===== src/hdl/cam_diag_pkg.sv =====
// Camera diagnostic definitions
`default_nettype none

package cam_diag_pkg;

    // ******************************************************************
    // Widths and timing.
    // ******************************************************************
    localparam int line_cnt_w          = 10;
    localparam int cnt16_w             = 16;
    localparam int num_pages           = 5;
    localparam int page_idx_w          = $clog2(num_pages);
    localparam int pager_interval_clks = 600;   // Raised for a board build.
    localparam int pager_cnt_w         = $clog2(pager_interval_clks);
    localparam int i2c_clks_per_half   = 4;
    localparam int i2c_half_w          = $clog2(i2c_clks_per_half);
    localparam logic [6:0] logger_i2c_addr = 7'h5D;
    localparam int vsync_sync_stages   = 3;
    localparam int reset_release_clks  = 15;
    localparam int reset_cnt_w         = $clog2(reset_release_clks);

    // Logger states.
    localparam logic [1:0] st_idle  = 2'd0;
    localparam logic [1:0] st_start = 2'd1;
    localparam logic [1:0] st_data  = 2'd2;
    localparam logic [1:0] st_stop  = 2'd3;

    // ******************************************************************
    // Types.
    // ******************************************************************
    typedef struct packed {
        logic [12:0] reserved;
        logic        field_parity;
        logic        counts_equal;
        logic        frame_miss;
    } status_flags_t;

    // Page 4 reads the word as flags, every other page as a count.
    typedef union packed {
        logic [cnt16_w-1:0] raw;
        status_flags_t      flags;
    } diag_word_u;

    typedef struct packed {
        logic [7:0] page;
        diag_word_u value;
    } diag_sample_t;

    typedef struct packed {
        logic [cnt16_w-1:0] in_sof_cnt;
        logic [cnt16_w-1:0] out_vsync_cnt;
        logic               frame_miss;
    } sync_counts_t;

endpackage

`default_nettype wire


===== src/hdl/cam_diag_top.sv =====
// Camera diagnostic top level
`default_nettype none

module cam_diag_top import cam_diag_pkg::*; (
    input  logic cam1_pclk,
    input  logic cam_resetn,
    input  logic line_valid,
    input  logic field_toggle,
    input  logic vsync_toggle,
    input  logic sda_in,
    output logic scl,
    output logic sda_drive_low
);

    logic                  rst_n;
    logic [line_cnt_w-1:0] lines_last;
    sync_counts_t          counts;
    logic                  field_parity;
    logic                  new_sample;
    diag_sample_t          sample;
    logic                  busy;

    reset_sync i_reset_sync (
        .cam1_pclk  (cam1_pclk),
        .cam_resetn (cam_resetn),
        .rst_n      (rst_n)
    );

    field_line_counter i_line_cnt (
        .cam1_pclk    (cam1_pclk),
        .rst_n        (rst_n),
        .line_valid   (line_valid),
        .field_toggle (field_toggle),
        .lines_last   (lines_last)
    );

    frame_sync_monitor i_sync_mon (
        .cam1_pclk    (cam1_pclk),
        .rst_n        (rst_n),
        .field_toggle (field_toggle),
        .vsync_toggle (vsync_toggle),
        .counts       (counts),
        .field_parity (field_parity)
    );

    diag_pager i_pager (
        .cam1_pclk    (cam1_pclk),
        .rst_n        (rst_n),
        .busy         (busy),
        .lines_last   (lines_last),
        .counts       (counts),
        .field_parity (field_parity),
        .new_sample   (new_sample),
        .sample       (sample)
    );

    i2c_frame_logger i_logger (
        .cam1_pclk     (cam1_pclk),
        .rst_n         (rst_n),
        .new_sample    (new_sample),
        .sample        (sample),
        .sda_in        (sda_in),
        .scl           (scl),
        .sda_drive_low (sda_drive_low),
        .busy          (busy)
    );

endmodule

`default_nettype wire


===== src/hdl/diag_pager.sv =====
// Diagnostic page sequencer
`default_nettype none

module diag_pager import cam_diag_pkg::*; (
    input  logic                  cam1_pclk,
    input  logic                  rst_n,
    input  logic                  busy,
    input  logic [line_cnt_w-1:0] lines_last,
    input  sync_counts_t          counts,
    input  logic                  field_parity,
    output logic                  new_sample,
    output diag_sample_t          sample
);

    logic [pager_cnt_w-1:0] interval_cnt;
    logic                   interval_fire;
    logic                   pending;     // Interval expired during a frame.
    logic [page_idx_w-1:0]  page_idx;
    logic                   offer;
    diag_word_u             page_word;

    assign interval_fire = (interval_cnt == pager_cnt_w'(pager_interval_clks - 1));

    // The logger raises busy one cycle after new_sample, so the pulse cycle blocks too.
    assign offer = (interval_fire || pending) && !busy && !new_sample;

    always_comb begin
        page_word = '0;
        case (page_idx)
            page_idx_w'(0): page_word.raw = cnt16_w'(lines_last);
            page_idx_w'(1): page_word.raw = counts.in_sof_cnt;
            page_idx_w'(2): page_word.raw = counts.out_vsync_cnt;
            page_idx_w'(3): page_word.raw = counts.in_sof_cnt - counts.out_vsync_cnt;
            default: begin
                page_word.flags.field_parity = field_parity;
                page_word.flags.counts_equal = (counts.in_sof_cnt == counts.out_vsync_cnt);
                page_word.flags.frame_miss   = counts.frame_miss;
            end
        endcase
    end

    always_ff @(posedge cam1_pclk or negedge rst_n) begin
        if (!rst_n) begin
            interval_cnt <= '0;
            pending      <= 1'b0;
            page_idx     <= '0;
            new_sample   <= 1'b0;
        end else begin
            new_sample <= offer;

            if (interval_fire) begin
                interval_cnt <= '0;
            end else begin
                interval_cnt <= interval_cnt + 1'b1;
            end

            if (offer) begin
                pending  <= 1'b0;
                page_idx <= (page_idx == page_idx_w'(num_pages - 1)) ? '0 : page_idx + 1'b1;
            end else if (interval_fire) begin
                pending <= 1'b1;
            end
        end
    end

    always_ff @(posedge cam1_pclk) begin
        if (offer) begin
            sample.page  <= 8'(page_idx);
            sample.value <= page_word;
        end
    end

endmodule

`default_nettype wire


===== src/hdl/field_line_counter.sv =====
// Lines per field counter
`default_nettype none

module field_line_counter import cam_diag_pkg::*; (
    input  logic                  cam1_pclk,
    input  logic                  rst_n,
    input  logic                  line_valid,
    input  logic                  field_toggle,
    output logic [line_cnt_w-1:0] lines_last
);

    logic                  line_d;
    logic                  field_d;
    logic                  line_rise;
    logic                  field_change;
    logic [line_cnt_w-1:0] line_cnt;

    assign line_rise    = line_valid & ~line_d;
    assign field_change = field_toggle ^ field_d;

    always_ff @(posedge cam1_pclk or negedge rst_n) begin
        if (!rst_n) begin
            line_d     <= 1'b0;
            field_d    <= 1'b0;
            line_cnt   <= '0;
            lines_last <= '0;
        end else begin
            line_d  <= line_valid;
            field_d <= field_toggle;

            if (field_change) begin
                lines_last <= line_cnt;
                // A line starting on the boundary belongs to the new field.
                line_cnt   <= line_cnt_w'(line_rise);
            end else if (line_rise) begin
                line_cnt <= line_cnt + 1'b1;
            end
        end
    end

endmodule

`default_nettype wire


===== src/hdl/frame_sync_monitor.sv =====
// Field start and vsync monitor
`default_nettype none

module frame_sync_monitor import cam_diag_pkg::*; (
    input  logic         cam1_pclk,
    input  logic         rst_n,
    input  logic         field_toggle,
    input  logic         vsync_toggle,
    output sync_counts_t counts,
    output logic         field_parity
);

    logic [vsync_sync_stages-1:0] vsync_sync;
    logic                         field_d;
    logic                         field_event;
    logic                         vsync_event;
    logic [cnt16_w-1:0]           in_next;
    logic [cnt16_w-1:0]           out_next;

    // ******************************************************************
    // Event detection.
    // ******************************************************************
    assign field_event = field_toggle ^ field_d;
    assign vsync_event = vsync_sync[vsync_sync_stages-1] ^ vsync_sync[vsync_sync_stages-2];

    assign field_parity = field_d;

    assign in_next  = counts.in_sof_cnt + cnt16_w'(field_event);
    assign out_next = counts.out_vsync_cnt + cnt16_w'(vsync_event);

    // ******************************************************************
    // Counters and the frame-miss latch.
    // ******************************************************************
    always_ff @(posedge cam1_pclk or negedge rst_n) begin
        if (!rst_n) begin
            vsync_sync <= '0;
            field_d    <= 1'b0;
            counts     <= '0;
        end else begin
            // The toggle comes from the HDMI clock domain.
            vsync_sync <= {vsync_sync[vsync_sync_stages-2:0], vsync_toggle};
            field_d    <= field_toggle;

            counts.in_sof_cnt    <= in_next;
            counts.out_vsync_cnt <= out_next;

            // Compare the updated counts so that the vsync which balances
            // them also clears the flag.
            if (in_next != out_next) begin
                counts.frame_miss <= 1'b1;
            end else if (vsync_event) begin
                counts.frame_miss <= 1'b0;
            end
        end
    end

endmodule

`default_nettype wire


===== src/hdl/i2c_frame_logger.sv =====
// I2C write frame logger
`default_nettype none

module i2c_frame_logger import cam_diag_pkg::*; (
    input  logic         cam1_pclk,
    input  logic         rst_n,
    input  logic         new_sample,
    input  diag_sample_t sample,
    input  logic         sda_in,
    output logic         scl,
    output logic         sda_drive_low,
    output logic         busy
);

    logic [1:0]            state;
    logic [i2c_half_w-1:0] half_cnt;
    logic                  half_tick;
    logic                  half_first;
    logic                  high_half;   // SCL is high in this half period.
    logic [3:0]            bit_cnt;     // Bit 8 is the ACK slot.
    logic [1:0]            byte_cnt;
    logic [31:0]           frame_sr;
    logic                  shift_en;

    assign half_tick  = (half_cnt == i2c_half_w'(i2c_clks_per_half - 1));
    assign half_first = (half_cnt == '0);

    assign shift_en = (state == st_data) && high_half && half_tick && (bit_cnt != 4'd8);

    // ******************************************************************
    // Frame shifter. Address, page, value high byte, value low byte.
    // ******************************************************************
    always_ff @(posedge cam1_pclk) begin
        if ((state == st_idle) && new_sample) begin
            frame_sr <= {logger_i2c_addr, 1'b0, sample.page, sample.value.raw};
        end else if (shift_en) begin
            frame_sr <= {frame_sr[30:0], 1'b0};
        end
    end

    // ******************************************************************
    // Bus sequencer. SDA only moves on the first cycle of a low half.
    // ******************************************************************
    always_ff @(posedge cam1_pclk or negedge rst_n) begin
        if (!rst_n) begin
            state         <= st_idle;
            half_cnt      <= '0;
            high_half     <= 1'b0;
            bit_cnt       <= '0;
            byte_cnt      <= '0;
            scl           <= 1'b1;
            sda_drive_low <= 1'b0;
            busy          <= 1'b0;
        end else begin
            if ((state == st_idle) || half_tick) begin
                half_cnt <= '0;
            end else begin
                half_cnt <= half_cnt + 1'b1;
            end

            case (state)
                st_idle: begin
                    if (new_sample) begin
                        state         <= st_start;
                        busy          <= 1'b1;
                        sda_drive_low <= 1'b1;   // Start condition, SCL still high.
                        high_half     <= 1'b1;
                    end
                end
                st_start: begin
                    if (half_tick) begin
                        if (high_half) begin
                            scl       <= 1'b0;
                            high_half <= 1'b0;
                        end else begin
                            state    <= st_data;
                            bit_cnt  <= '0;
                            byte_cnt <= '0;
                        end
                    end
                end
                st_data: begin
                    if (!high_half && half_first) begin
                        sda_drive_low <= (bit_cnt == 4'd8) ? 1'b0 : ~frame_sr[31];
                    end
                    if (half_tick) begin
                        scl       <= ~high_half;
                        high_half <= ~high_half;
                        if (high_half && (bit_cnt == 4'd8)) begin
                            bit_cnt  <= '0;
                            byte_cnt <= byte_cnt + 1'b1;
                            if (byte_cnt == 2'd3) begin
                                state <= st_stop;
                            end
                        end else if (high_half) begin
                            bit_cnt <= bit_cnt + 1'b1;
                        end
                    end
                end
                default: begin
                    if (!high_half && half_first) begin
                        sda_drive_low <= 1'b1;
                    end
                    if (half_tick) begin
                        if (!high_half) begin
                            scl       <= 1'b1;
                            high_half <= 1'b1;
                        end else if (bit_cnt == 4'd0) begin
                            sda_drive_low <= 1'b0;   // Stop condition.
                            bit_cnt       <= 4'd1;
                        end else begin
                            state     <= st_idle;
                            busy      <= 1'b0;
                            bit_cnt   <= '0;
                            high_half <= 1'b0;
                        end
                    end
                end
            endcase
        end
    end

endmodule

`default_nettype wire


===== src/hdl/reset_sync.sv =====
// Camera reset release
`default_nettype none

module reset_sync import cam_diag_pkg::*; (
    input  logic cam1_pclk,
    input  logic cam_resetn,
    output logic rst_n
);

    logic [reset_cnt_w-1:0] rst_cnt;

    // The count freezes once the release has happened.
    always_ff @(posedge cam1_pclk or negedge cam_resetn) begin
        if (!cam_resetn) begin
            rst_cnt <= '0;
            rst_n   <= 1'b0;
        end else if (!rst_n) begin
            rst_cnt <= rst_cnt + 1'b1;
            rst_n   <= (rst_cnt == reset_cnt_w'(reset_release_clks - 1));
        end
    end

endmodule

`default_nettype wire


===== config.mk =====
export PLATFORM = sky130hd
export DESIGN_NAME = cam_diag_top
export DESIGN_NICKNAME = d
export VERILOG_FILES = /design/src/hdl/cam_diag_pkg.sv /design/src/hdl/cam_diag_top.sv /design/src/hdl/diag_pager.sv /design/src/hdl/field_line_counter.sv /design/src/hdl/frame_sync_monitor.sv /design/src/hdl/i2c_frame_logger.sv /design/src/hdl/reset_sync.sv
export SDC_FILE = /design/constraint.sdc
export NUM_CORES = 1
export LEC_CHECK = 0
export ABC_AREA = 1
export BUFFER_PORTS_ARGS = -buffer_cell sky130_fd_sc_hd__buf_2
export CAP_MARGIN = 20
export CORE_MARGIN = 2
export CORE_UTILIZATION = 58
export CTS_CLUSTER_DIAMETER = 200
export DETAILED_ROUTE_END_ITERATION = 16
export PLACE_DENSITY = 0.77
export SETUP_SLACK_MARGIN = 0.02
export SLEW_MARGIN = 20
export SYNTH_ARGS = -nofsm -noshare
export SYNTH_HDL_FRONTEND = slang
export SYNTH_SLANG_ARGS = --single-unit

===== constraint.sdc =====
create_clock -name cam1_pclk -period 2.8 [get_ports cam1_pclk]
set_input_delay 0.28 -clock cam1_pclk [delete_from_list [all_inputs] [get_ports cam1_pclk]]
set_output_delay 0.28 -clock cam1_pclk [all_outputs]
set_load 0.01 [all_outputs]

==> run summary, run 1 <==
outcome = finished, final reports clean
crit-path max cell delay = 0.54 ns
EDFF count, synth = 43
Routed WL per cell = 13.7 um
adder-cell share of the synthesized area = 6.36%
Final Max Slew Viols = 0
Chip Height = 121 um
gr usage total = 24.5%
GP Congestion = 0.907
core area = 0.0133 mm2
I/O pins = 8
critical path arrival = 2.79 ns
register area share after synthesis = 47.0%
CTS H-tree lvls = 4
crit share post-route = 88.6%
Pwr Density = 710 mW/mm2
CP Cell Sequence = dlygate4sd3_1 -> buf_2 -> or2_2 -> nand2_1 -> inv_1 -> ha_1 -> ha_1 -> nand2_2 -> nor2_2 -> nand3_1 -> nand2_1 -> nand2_1 -> inv_1 -> nor2_1 -> nand3_1 -> nor2_1 -> nand3_1
routed vias/inst = 5.36
# diodes = 0
r2r setup slk = 0.37 ns
Critical Path Start Type = primary input
Area Growth Syn to Fin = 11.5%
clk sinks = 143
reg2reg end = i_pager.sample[14]
Cell Area, Placed = 0.00824 mm2
final wirelength = 16,900 um
Starting Density = 59.9%
Hold Vio Cnt, Final = 0
first drt pass iteration count = 5
Main synth FF type = dfrtp_1
largest family of logic cells by synthesized area = simple AND/OR/NAND/NOR gates
die area = 0.0147 mm2
Reg clk slew, reported paths = 0.06 ns
# Max-Cap Violations = 0
RSZ-0062 raised after global routing = false
grt total ovfl = 0
Setup CP Type = in2reg
commonest non-fill, non-tap cell in the layout = nand2_1
Setup crit start = field_toggle
Net Count, Synth = 1,069
Longest Clk Path Bufs = 2
Synthesis Warnings = 0
count of cell types in the netlist = 45
mean area per synthesized cell = 7.81 um2
worst path required time = 3.10 ns
initial antenna violation count = 0
commonest non-fill, non-tap cells in the layout = 313 x nand2_1, 138 x inv_1, 93 x nor2_1
final worst-path setup slack = 0.319 ns
first-pass GRT wire length = 28,400 um
via count = 6,622
die width = 121 um
dpl ws = 0.393 ns
HP Class = in2async
Rows = 42
CP Capture Type = flop
Cell Area, Synth = 0.00799 mm2
Worst Tran Pin Value = 0.681 ns
Detail Route Antenna Nets = 0
Synth Area in Compound Gates = 9.12%
Critical R2R Launch = i_sync_mon.counts[17]
Slowest-stage cell, CP = dlygate4sd3_1
CP Max Fanout = 5
post-synthesis mux area share = 0.125%
Post-Syn Instances = 1,023
number of global-route vias before repair = 6,106
Simple-Gate Fraction of Synth Area = 27.4%
CTS Buf Count = 17
worst skew pair latency = 0.42 ns
Post-synth ARST share = 64.3%
DRT iter0 DRCs = 630
CTS root buffer = clkbuf_16
Synth Area in XOR/XNOR = 2.41%
Setup violations, final = 0
Final min period = 2.48 ns
Hold Worst Slack = 0.207 ns
IO buf count = 6
LEAKAGE = 4.06 nW
clock skew = 0.00940 ns
largest net degree at the start of global routing = 50
CTS tree = done
drc violations = 0
#FFs+latches synth = 143
final instance area = 0.00891 mm2
Max Freq = 403 MHz
worst-case reg-to-reg path depth = 11
Final #Nets = 1,092
Peak supply drop = 503 uV
slew margin rel. = 54.6%
fraction of layout cells with a size suffix above 1 = 6.14%
hpwl dp = 12,200 um
Power, Total = 6.32 mW
setup TNS = 0 ns
==> where the power goes <==
| group | switching [mW] | leakage (nW) | internal (mW) | total (mW) |
|---|---|---|---|---|
| clock | 0.850 | 0.295 | 1.51 | 2.36 |
| sequential | 0.192 | 1.49 | 2.27 | 2.46 |
| combinational | 0.982 | 2.28 | 0.519 | 1.50 |
| total | 2.02 | 4.06 | 4.30 | 6.32 |
==> kinds of logic (layout without fill, tap and decap cells) <==
kind of cell,after synthesis,count (layout)
flops,143,143
simple gates,525,525
buf+inv,158,194
xor+xnor,22,22
fa+ha+maj,40,40
mux,1,1
compound gates,134,134
==> per-layer routing <==
layer	global-route usage [%]	wire length (um)
met2	38.7	7720
met3	4.09	785
met4	9.77	423
met1	33.9	7940
met5	0	0
==> synth_stat cells, drive strengths merged, types with 8 or more instances <==
| cell | number | area share (%) |
|---|---|---|
| dfxtp | 8 | 2.0 |
| dfrtp | 91 | 29 |
| o22ai | 14 | 1.1 |
| nand2 | 316 | 15 |
| nor3 | 18 | 1.2 |
| nand4 | 13 | 1.0 |
| ha | 39 | 6.1 |
| inv | 142 | 6.7 |
| nor2 | 98 | 4.9 |
| o21ai | 56 | 3.5 |
| nand3 | 64 | 4.1 |
| buf | 9 | 0.55 |
| a21oi | 51 | 3.2 |
| edfxtp | 43 | 16 |
| xor2 | 18 | 2.0 |
==> worst max-delay path: cells and delay by family <==
family | cells | cell delay [ns]
simple gates | 11 | 1.21
fa+ha+maj | 2 | 0.46
buf+inv | 4 | 0.82
==> flip-flops by register name, summed over array words and instances, names as in the netlist, 3 cells and up <==
name,count
i_pager.sample,19
i_line_cnt.line_cnt,10
i_line_cnt.lines_last,10
i_reset_sync.rst_cnt,4
i_pager.interval_cnt,10
i_sync_mon.vsync_sync,3
i_logger.frame_sr,32
i_pager.page_idx,3
i_sync_mon.counts,33
i_logger.bit_cnt,4
==> through the flow <==
| step | cells | util [%] |
|---|---|---|
| finish | 1235 | 66.7 |
| detailed placement | 1199 | 61.8 |
| CTS | 1235 | 66.7 |
| floorplan | 1023 | - |
| global route | 1235 | 66.7 |
| global placement | 1199 | 61.8 |
==> how the worst max path moves through the flow <==
| stage | cells after the start | endpoint |
|---|---|---|
| after floorplan | 15 | i_sync_mon.counts[0] |
| after global placement | 11 | i_pager.sample[14] |
| after detailed placement | 11 | i_pager.sample[14] |
| after CTS | 16 | i_sync_mon.counts[0] |
| after global routing | 18 | i_sync_mon.counts[0] |
| final | 17 | i_sync_mon.counts[0] |
==> final cells by class <==
cell class                 count  area (um2)
tap                          176         220
fill                        1116        4440
sequential                   143        3760
clock inverter                 9         131
timing repair buffer          19         138
inverter                     143         537
clock buffer                  23         490
multi-input combinational    722        3630
==> repair_timing <==
item	CTS	global route
hold endpoints to repair	8	0
hold buffers	4	0
resized for setup	0	0
buffers inserted	0	0
Note: power is estimated with default switching activity, not from simulation.
==> inputs of run 2 (changes only) <==
SYNTH_HIERARCHICAL = 1   (was default)
==> run 2 against run 1 <==
  * Clock power is 8% lower
  * Synthesized area up 8.9%
  * Sequential share of layout area decreased by 2.2 points
==> run summary, run 2 <==
outcome = finished, final reports clean
count leader, synth = nand2_1
Final Max Slew Viols = 0
LEAKAGE = 4.37 nW
RSZ-0062 raised after global routing = false
Max Freq = 442 MHz
Cell Area, Synth = 0.00870 mm2
internal power = 4.09 mW
max reg flops = 33
Critical Path Start Type = flop
CTS Buf Count = 17
sequential share of power = 40.4%
most frequent cells after synthesis = 350 x nand2_1, 165 x inv_1, 92 x dfrtp_1
GRT Max-Usage Layer = met2
HP Class = in2reg
Synthesis Warnings = 6
Setup CP Type = reg2reg
count of cell types in the netlist = 53
initial antenna violation count = 0
Hold Worst Slack = 0.0364 ns
mean area per synthesized cell = 7.85 um2
CP Max Fanout = 5
via count = 6,884
critical path arrival = 2.53 ns
placed insts = 1,286
grt total ovfl = 0
CTS root buffer = clkbuf_16
synth top area cells = dfrtp_1 26%, nand2_1 15%, edfxtp_1 15%
die area = 0.0160 mm2
core area = 0.0146 mm2
Post-Syn Instances = 1,108
# diodes = 0
final wirelength = 17,300 um
#FFs+latches synth = 144
routed vias/inst = 5.21
drc violations = 0
met1 Track Usage GR = 30.5%
dpl ws = 0.607 ns
I/O pins = 8
clk sinks = 144
worst path required time = 3.07 ns
slew margin rel. = 44.7%
Reg with most FFs = i_sync_mon/counts
GP Congestion = 0.912
CP Cell Sequence = inv_1 -> nand2_1 -> nand2_1 -> ha_1 -> nand2_2 -> nor2_4 -> nand2_2 -> nor2_4 -> xor2_2 -> inv_1 -> nand2_1 -> nand2_1 -> nor2_1 -> nand3_1
Chip Height = 126 um
Reg clk slew, reported paths = 0.06 ns
Final Core Density = 64.8%
post-synth top area share = 26.5%
Longest Clk Path Bufs = 2
CP Capture Type = flop
sw power = 1.98 mW
Synth area leader = dfrtp_1
Routed WL per cell = 13.1 um
routing usage on met3 = 5.27%
IO buf count = 6
fillers = 1,231
hpwl dp = 12,500 um
CTS H-tree lvls = 4
non-filler cells in the finished layout = 1,321
fraction of layout cells with a size suffix above 1 = 12.1%
largest net degree at the start of global routing = 65
Setup violations, final = 0
first-pass GRT wire length = 30,100 um
Worst Tran Pin Value = 0.830 ns
clock skew = 0.00828 ns
setup TNS = 0 ns
Pwr Density = 642 mW/mm2
# Max-Cap Violations = 0
EDFF count, synth = 43
crit share post-route = 80.8%
top flop regs = i_sync_mon/counts x33, i_logger/frame_sr x32, i_pager/sample x19
gr usage total = 23.3%
first drt pass iteration count = 6
Rows = 44
Net Sw Frac = 32.6%
Comb power frac = 23.6%
crit-path max cell delay = 0.39 ns
Main synth FF type = dfrtp_1
Slowest-stage cell, CP = dfrtp_1
Final #Nets = 1,168
DRT iter0 DRCs = 451
Area Growth Syn to Fin = 8.63%
met2 usage = 38.2%
final worst-path setup slack = 0.539 ns
Hold Vio Cnt, Final = 0
number of global-route vias before repair = 6,589
Detail Route Antenna Nets = 0
crit-path most repeated cell = nand2_1
register area share after synthesis = 43.4%
Starting Density = 59.6%
Final min period = 2.26 ns
Peak supply drop = 708 uV
CTS tree = done
Clk pwr share = 36.0%
Post-synth ARST share = 64.6%
commonest non-fill, non-tap cell in the layout = nand2_1
worst skew pair latency = 0.42 ns
commonest non-fill, non-tap cells in the layout = 350 x nand2_1, 165 x inv_1, 91 x dfrtp_1
die width = 126 um
==> run 2: cell types whose count changed in the layout (fill, tap and decap cells not counted), moves of 16 or more <==
cell / change
nand3_1: +16
mux2_2: +23
inv_1: +27
nor2_1: -21
nand2_1: +37
==> run 2: repair_timing <==
action | 4_1_cts | 5_1_grt
hold buffers | 3 | 0
gates resized for setup | 0 | 0
endpoints found under the hold margin | 7 | 0
buffers inserted | 0 | 0
==> run 2: logic make-up after synthesis <==
group / after synthesis / share of synthesized area, %
simple gates: 578 / 29.4
buf+inv: 199 / 9.72
flops: 144 / 43.4
compound gates: 108 / 6.86
fa+ha+maj: 38 / 5.55
mux: 23 / 2.98
xor+xnor: 17 / 2.06
other cells: 1 / 0.0431
==> run 2: layout make-up <==
cell class	instances	area [um2]	share of cell area, %
multi-input cells	769	4090	43.3
flip-flops and latches	144	3780	40.0
inverters	179	677	7.16
clock buffers	20	478	5.06
well taps	184	230	2.44
clock inverters	12	103	1.09
repair buffers	13	90.1	0.953
==> run 2: final timing paths <==
check	startpoint	to	slack [ns]	cells past startpoint
max	i_sync_mon/vsync_sync[1]	i_sync_mon/counts[0]	0.54	14
min	field_toggle	i_line_cnt/field_d	0.04	1
max reg2reg	i_sync_mon/vsync_sync[1]	i_sync_mon/counts[0]	0.54	14
min reg2reg	i_sync_mon/vsync_sync[0]	i_sync_mon/vsync_sync[1]	0.35	0
max in group asynchronous	i_reset_sync/rst_n	i_logger/scl	1.47	1
min in group asynchronous	cam_resetn	i_reset_sync/rst_cnt[1]	0.22	2
==> run 2: power by group through the flow <==
| stage | Clock (mW) | Combinational [mW] | Sequential (mW) |
|---|---|---|---|
| 3_3_place_gp | 0 | 1.35 | 2.48 |
| 2_1_floorplan | 0 | 1.15 | 2.43 |
| 3_5_place_dp | 0 | 1.39 | 2.49 |
| 6_report | 2.18 | 1.43 | 2.45 |
| 5_1_grt | 2.34 | 1.64 | 2.47 |
| 4_1_cts | 2.24 | 1.41 | 2.45 |
==> run 2: metrics by stage <==
step                      power (mW)  cell area, um2
after CTS                       6.10            9450
after global routing            6.45            9450
after detailed placement        3.87            8840
after global placement          3.83            8840
after floorplan                 3.58            8720
final                           6.07            9450
==> run 2: layer usage <==
metal  wire length (um)  share of wire (%)
met4                402                2.3
met2               8170                 47
met5                  0                  0
met3                683                4.0
met1               8030                 46
==> run 2: critical path, delay by kind of cell (launching register included) <==
family	cells	cell delay, ns
flip-flops	1	0.39
adder cells (fa/ha/maj)	1	0.24
XOR/XNOR	1	0.20
buffers and inverters	2	0.12
AND/OR/NAND/NOR	10	1.15
==> inputs of run 3 (changes only) <==
clock period = 1.9 ns   (was 2.8 ns; I/O delays follow)
==> run 3 against run 2 <==
  * The flow now finishes with violations (negative setup slack)
  * Combinational power grew 120%
  * Sequential cell count is the same
  * Final area grew 9.0%
  * Critical path type unchanged
  * Worst hold slack gained 0.017 ns
  * Clock-buffer cell count grew 1
  * Global-route usage grew 1.3 points
==> run summary, run 3 (same netlist as run 2, synthesis figures left out) <==
commonest non-fill, non-tap cell in the layout = nand2_1
Critical Path Start Type = flop
I/O pins = 8
commonest non-fill, non-tap cells in the layout = 332 x nand2_1, 161 x inv_1, 90 x dfrtp_1
final wirelength = 19,000 um
sequential share of power = 35.0%
DRT iter0 DRCs = 610
HP Class = in2reg
largest net degree at the start of global routing = 77
hpwl dp = 13,300 um
Net Sw Frac = 33.0%
outcome = finished, violations left
gr usage total = 24.6%
Comb power frac = 31.2%
# diodes = 0
final worst-path setup slack = -0.143 ns
Pwr Density = 967 mW/mm2
Hold Vio Cnt, Final = 0
Max Freq = 490 MHz
Routed WL per cell = 13.8 um
RSZ-0062 raised after global routing = true
routed vias/inst = 5.28
Setup CP Type = reg2reg
die width = 126 um
Final min period = 2.04 ns
Longest Clk Path Bufs = 2
Starting Density = 59.6%
worst path required time = 2.20 ns
clock skew = 0.00680 ns
internal power = 6.68 mW
core area = 0.0146 mm2
Clk pwr share = 33.8%
Detail Route Antenna Nets = 0
fraction of layout cells with a size suffix above 1 = 21.6%
Reg clk slew, reported paths = 0.06 ns
CTS root buffer = clkbuf_16
Power, Total = 9.96 mW
IO buf count = 6
sw power = 3.28 mW
failing checks = negative setup slack
die area = 0.0160 mm2
initial antenna violation count = 0
clk sinks = 144
CP Max Fanout = 8
Area Growth Syn to Fin = 18.4%
fillers = 1,063
crit share post-route = 108%
worst skew pair latency = 0.42 ns
Setup violations, final = 1
number of global-route vias before repair = 6,898
GP Congestion = 0.888
grt total ovfl = 0
Hold Worst Slack = 0.0533 ns
worst-case reg-to-reg path depth = 11
LEAKAGE = 4.77 nW
CTS H-tree lvls = 4
CTS Buf Count = 17
Rows = 44
via count = 7,308
top flop regs = i_sync_mon/counts x33, i_logger/frame_sr x32, i_pager/sample x19
max reg flops = 33
Final Core Density = 70.6%
CP Capture Type = flop
Final Max Slew Viols = 0
Chip Height = 126 um
drc violations = 0
CTS tree = done
# Max-Cap Violations = 0
Final #Nets = 1,232
Reg with most FFs = i_sync_mon/counts
first drt pass iteration count = 5
Peak supply drop = 1050 uV
critical path arrival = 2.34 ns
first-pass GRT wire length = 31,800 um
Hold Crit Depth = 2
## run 3: cell count changes in the layout (fill, tap and decap cells not counted), moves of 4 or more
cell | before | now
nand2_4 | 0 | 6
nand3_1 | 79 | 72
ha_4 | 0 | 10
inv_2 | 11 | 15
nand3_2 | 4 | 10
inv_1 | 165 | 161
ha_1 | 37 | 21
ha_2 | 0 | 6
nand2_2 | 16 | 28
nand2_1 | 350 | 332
buf_4 | 4 | 64
## run 3: through the flow
stage / cell area (um2) / setup TNS, ns / cells / setup slack [ns]
finish: 10300 / -0.143 / 1385 / -0.143
detailed placement: 9310 / -0.253 / 1343 / -0.122
global route: 10300 / -0.401 / 1385 / -0.316
CTS: 10100 / -0.0681 / 1382 / -0.0681
global placement: 9310 / -0.110 / 1343 / -0.0525
floorplan: 8720 / 0 / 1112 / 0.0963
## run 3: area by class of cell
cell class | instances | area (um2) | area share (%)
Multi-Input combinational cell | 769 | 4400 | 42.7
Clock buffer | 21 | 470 | 4.57
Clock inverter | 11 | 128 | 1.24
Tap cell | 184 | 230 | 2.23
Timing Repair Buffer | 77 | 612 | 5.94
Sequential cell | 144 | 3780 | 36.7
Inverter | 179 | 679 | 6.59
## run 3: worst paths after layout
check | from | end | slack (ns)
setup / recovery | i_sync_mon/field_parity | i_sync_mon/counts[0] | -0.14
hold / removal | field_toggle | i_line_cnt/field_d | 0.05
setup reg to reg | i_sync_mon/field_parity | i_sync_mon/counts[0] | -0.14
hold reg to reg | i_reset_sync/rst_n | i_line_cnt/line_cnt[9] | 0.19
max in group asynchronous | i_reset_sync/rst_n | i_sync_mon/counts[2] | 1.01
min in group asynchronous | cam_resetn | i_reset_sync/rst_n | 0.11
## run 3: repair_timing
| action | CTS | global route |
|---|---|---|
| setup endpoints to repair | 6 | 14 |
| endpoints found under the hold margin | 7 | 0 |
| pin swaps | 19 | 18 |
| gates resized for setup | 25 | 47 |
| buffers inserted | 4 | 3 |
| hold buffers | 3 | 0 |
## run 3: per-layer routing
layer | vias up | global-route usage [%] | part of all wire (%)
li1 | 3678 | - | -
met1 | 3353 | 31.8 | 44
met2 | 224 | 41.6 | 49
met3 | 53 | 4.85 | 5.2
met4 | 0 | 8.53 | 2.3
met5 | - | 0 | 0
## run 3: power by group through the flow
stage	combinational, mW	sequential [mW]	clock (mW)
finish	3.10	3.49	3.37
global route	3.46	3.51	3.55
CTS	2.66	3.45	3.43
detailed placement	2.53	3.51	0
global placement	2.47	3.50	0
floorplan	1.69	3.58	0
## run 3: worst max-delay path, stage by stage, from the launching register on
cell and delay (ns):
dfrtp_1 0.41, xor2_2 0.23, ha_2 0.25, nand2_4 0.07, nor2_4 0.25, nand2_4 0.11
o21ai_1 0.17, nand2_2 0.10, nand2_1 0.07, nand3_1 0.07, nor2_1 0.11, nand3_1 0.08
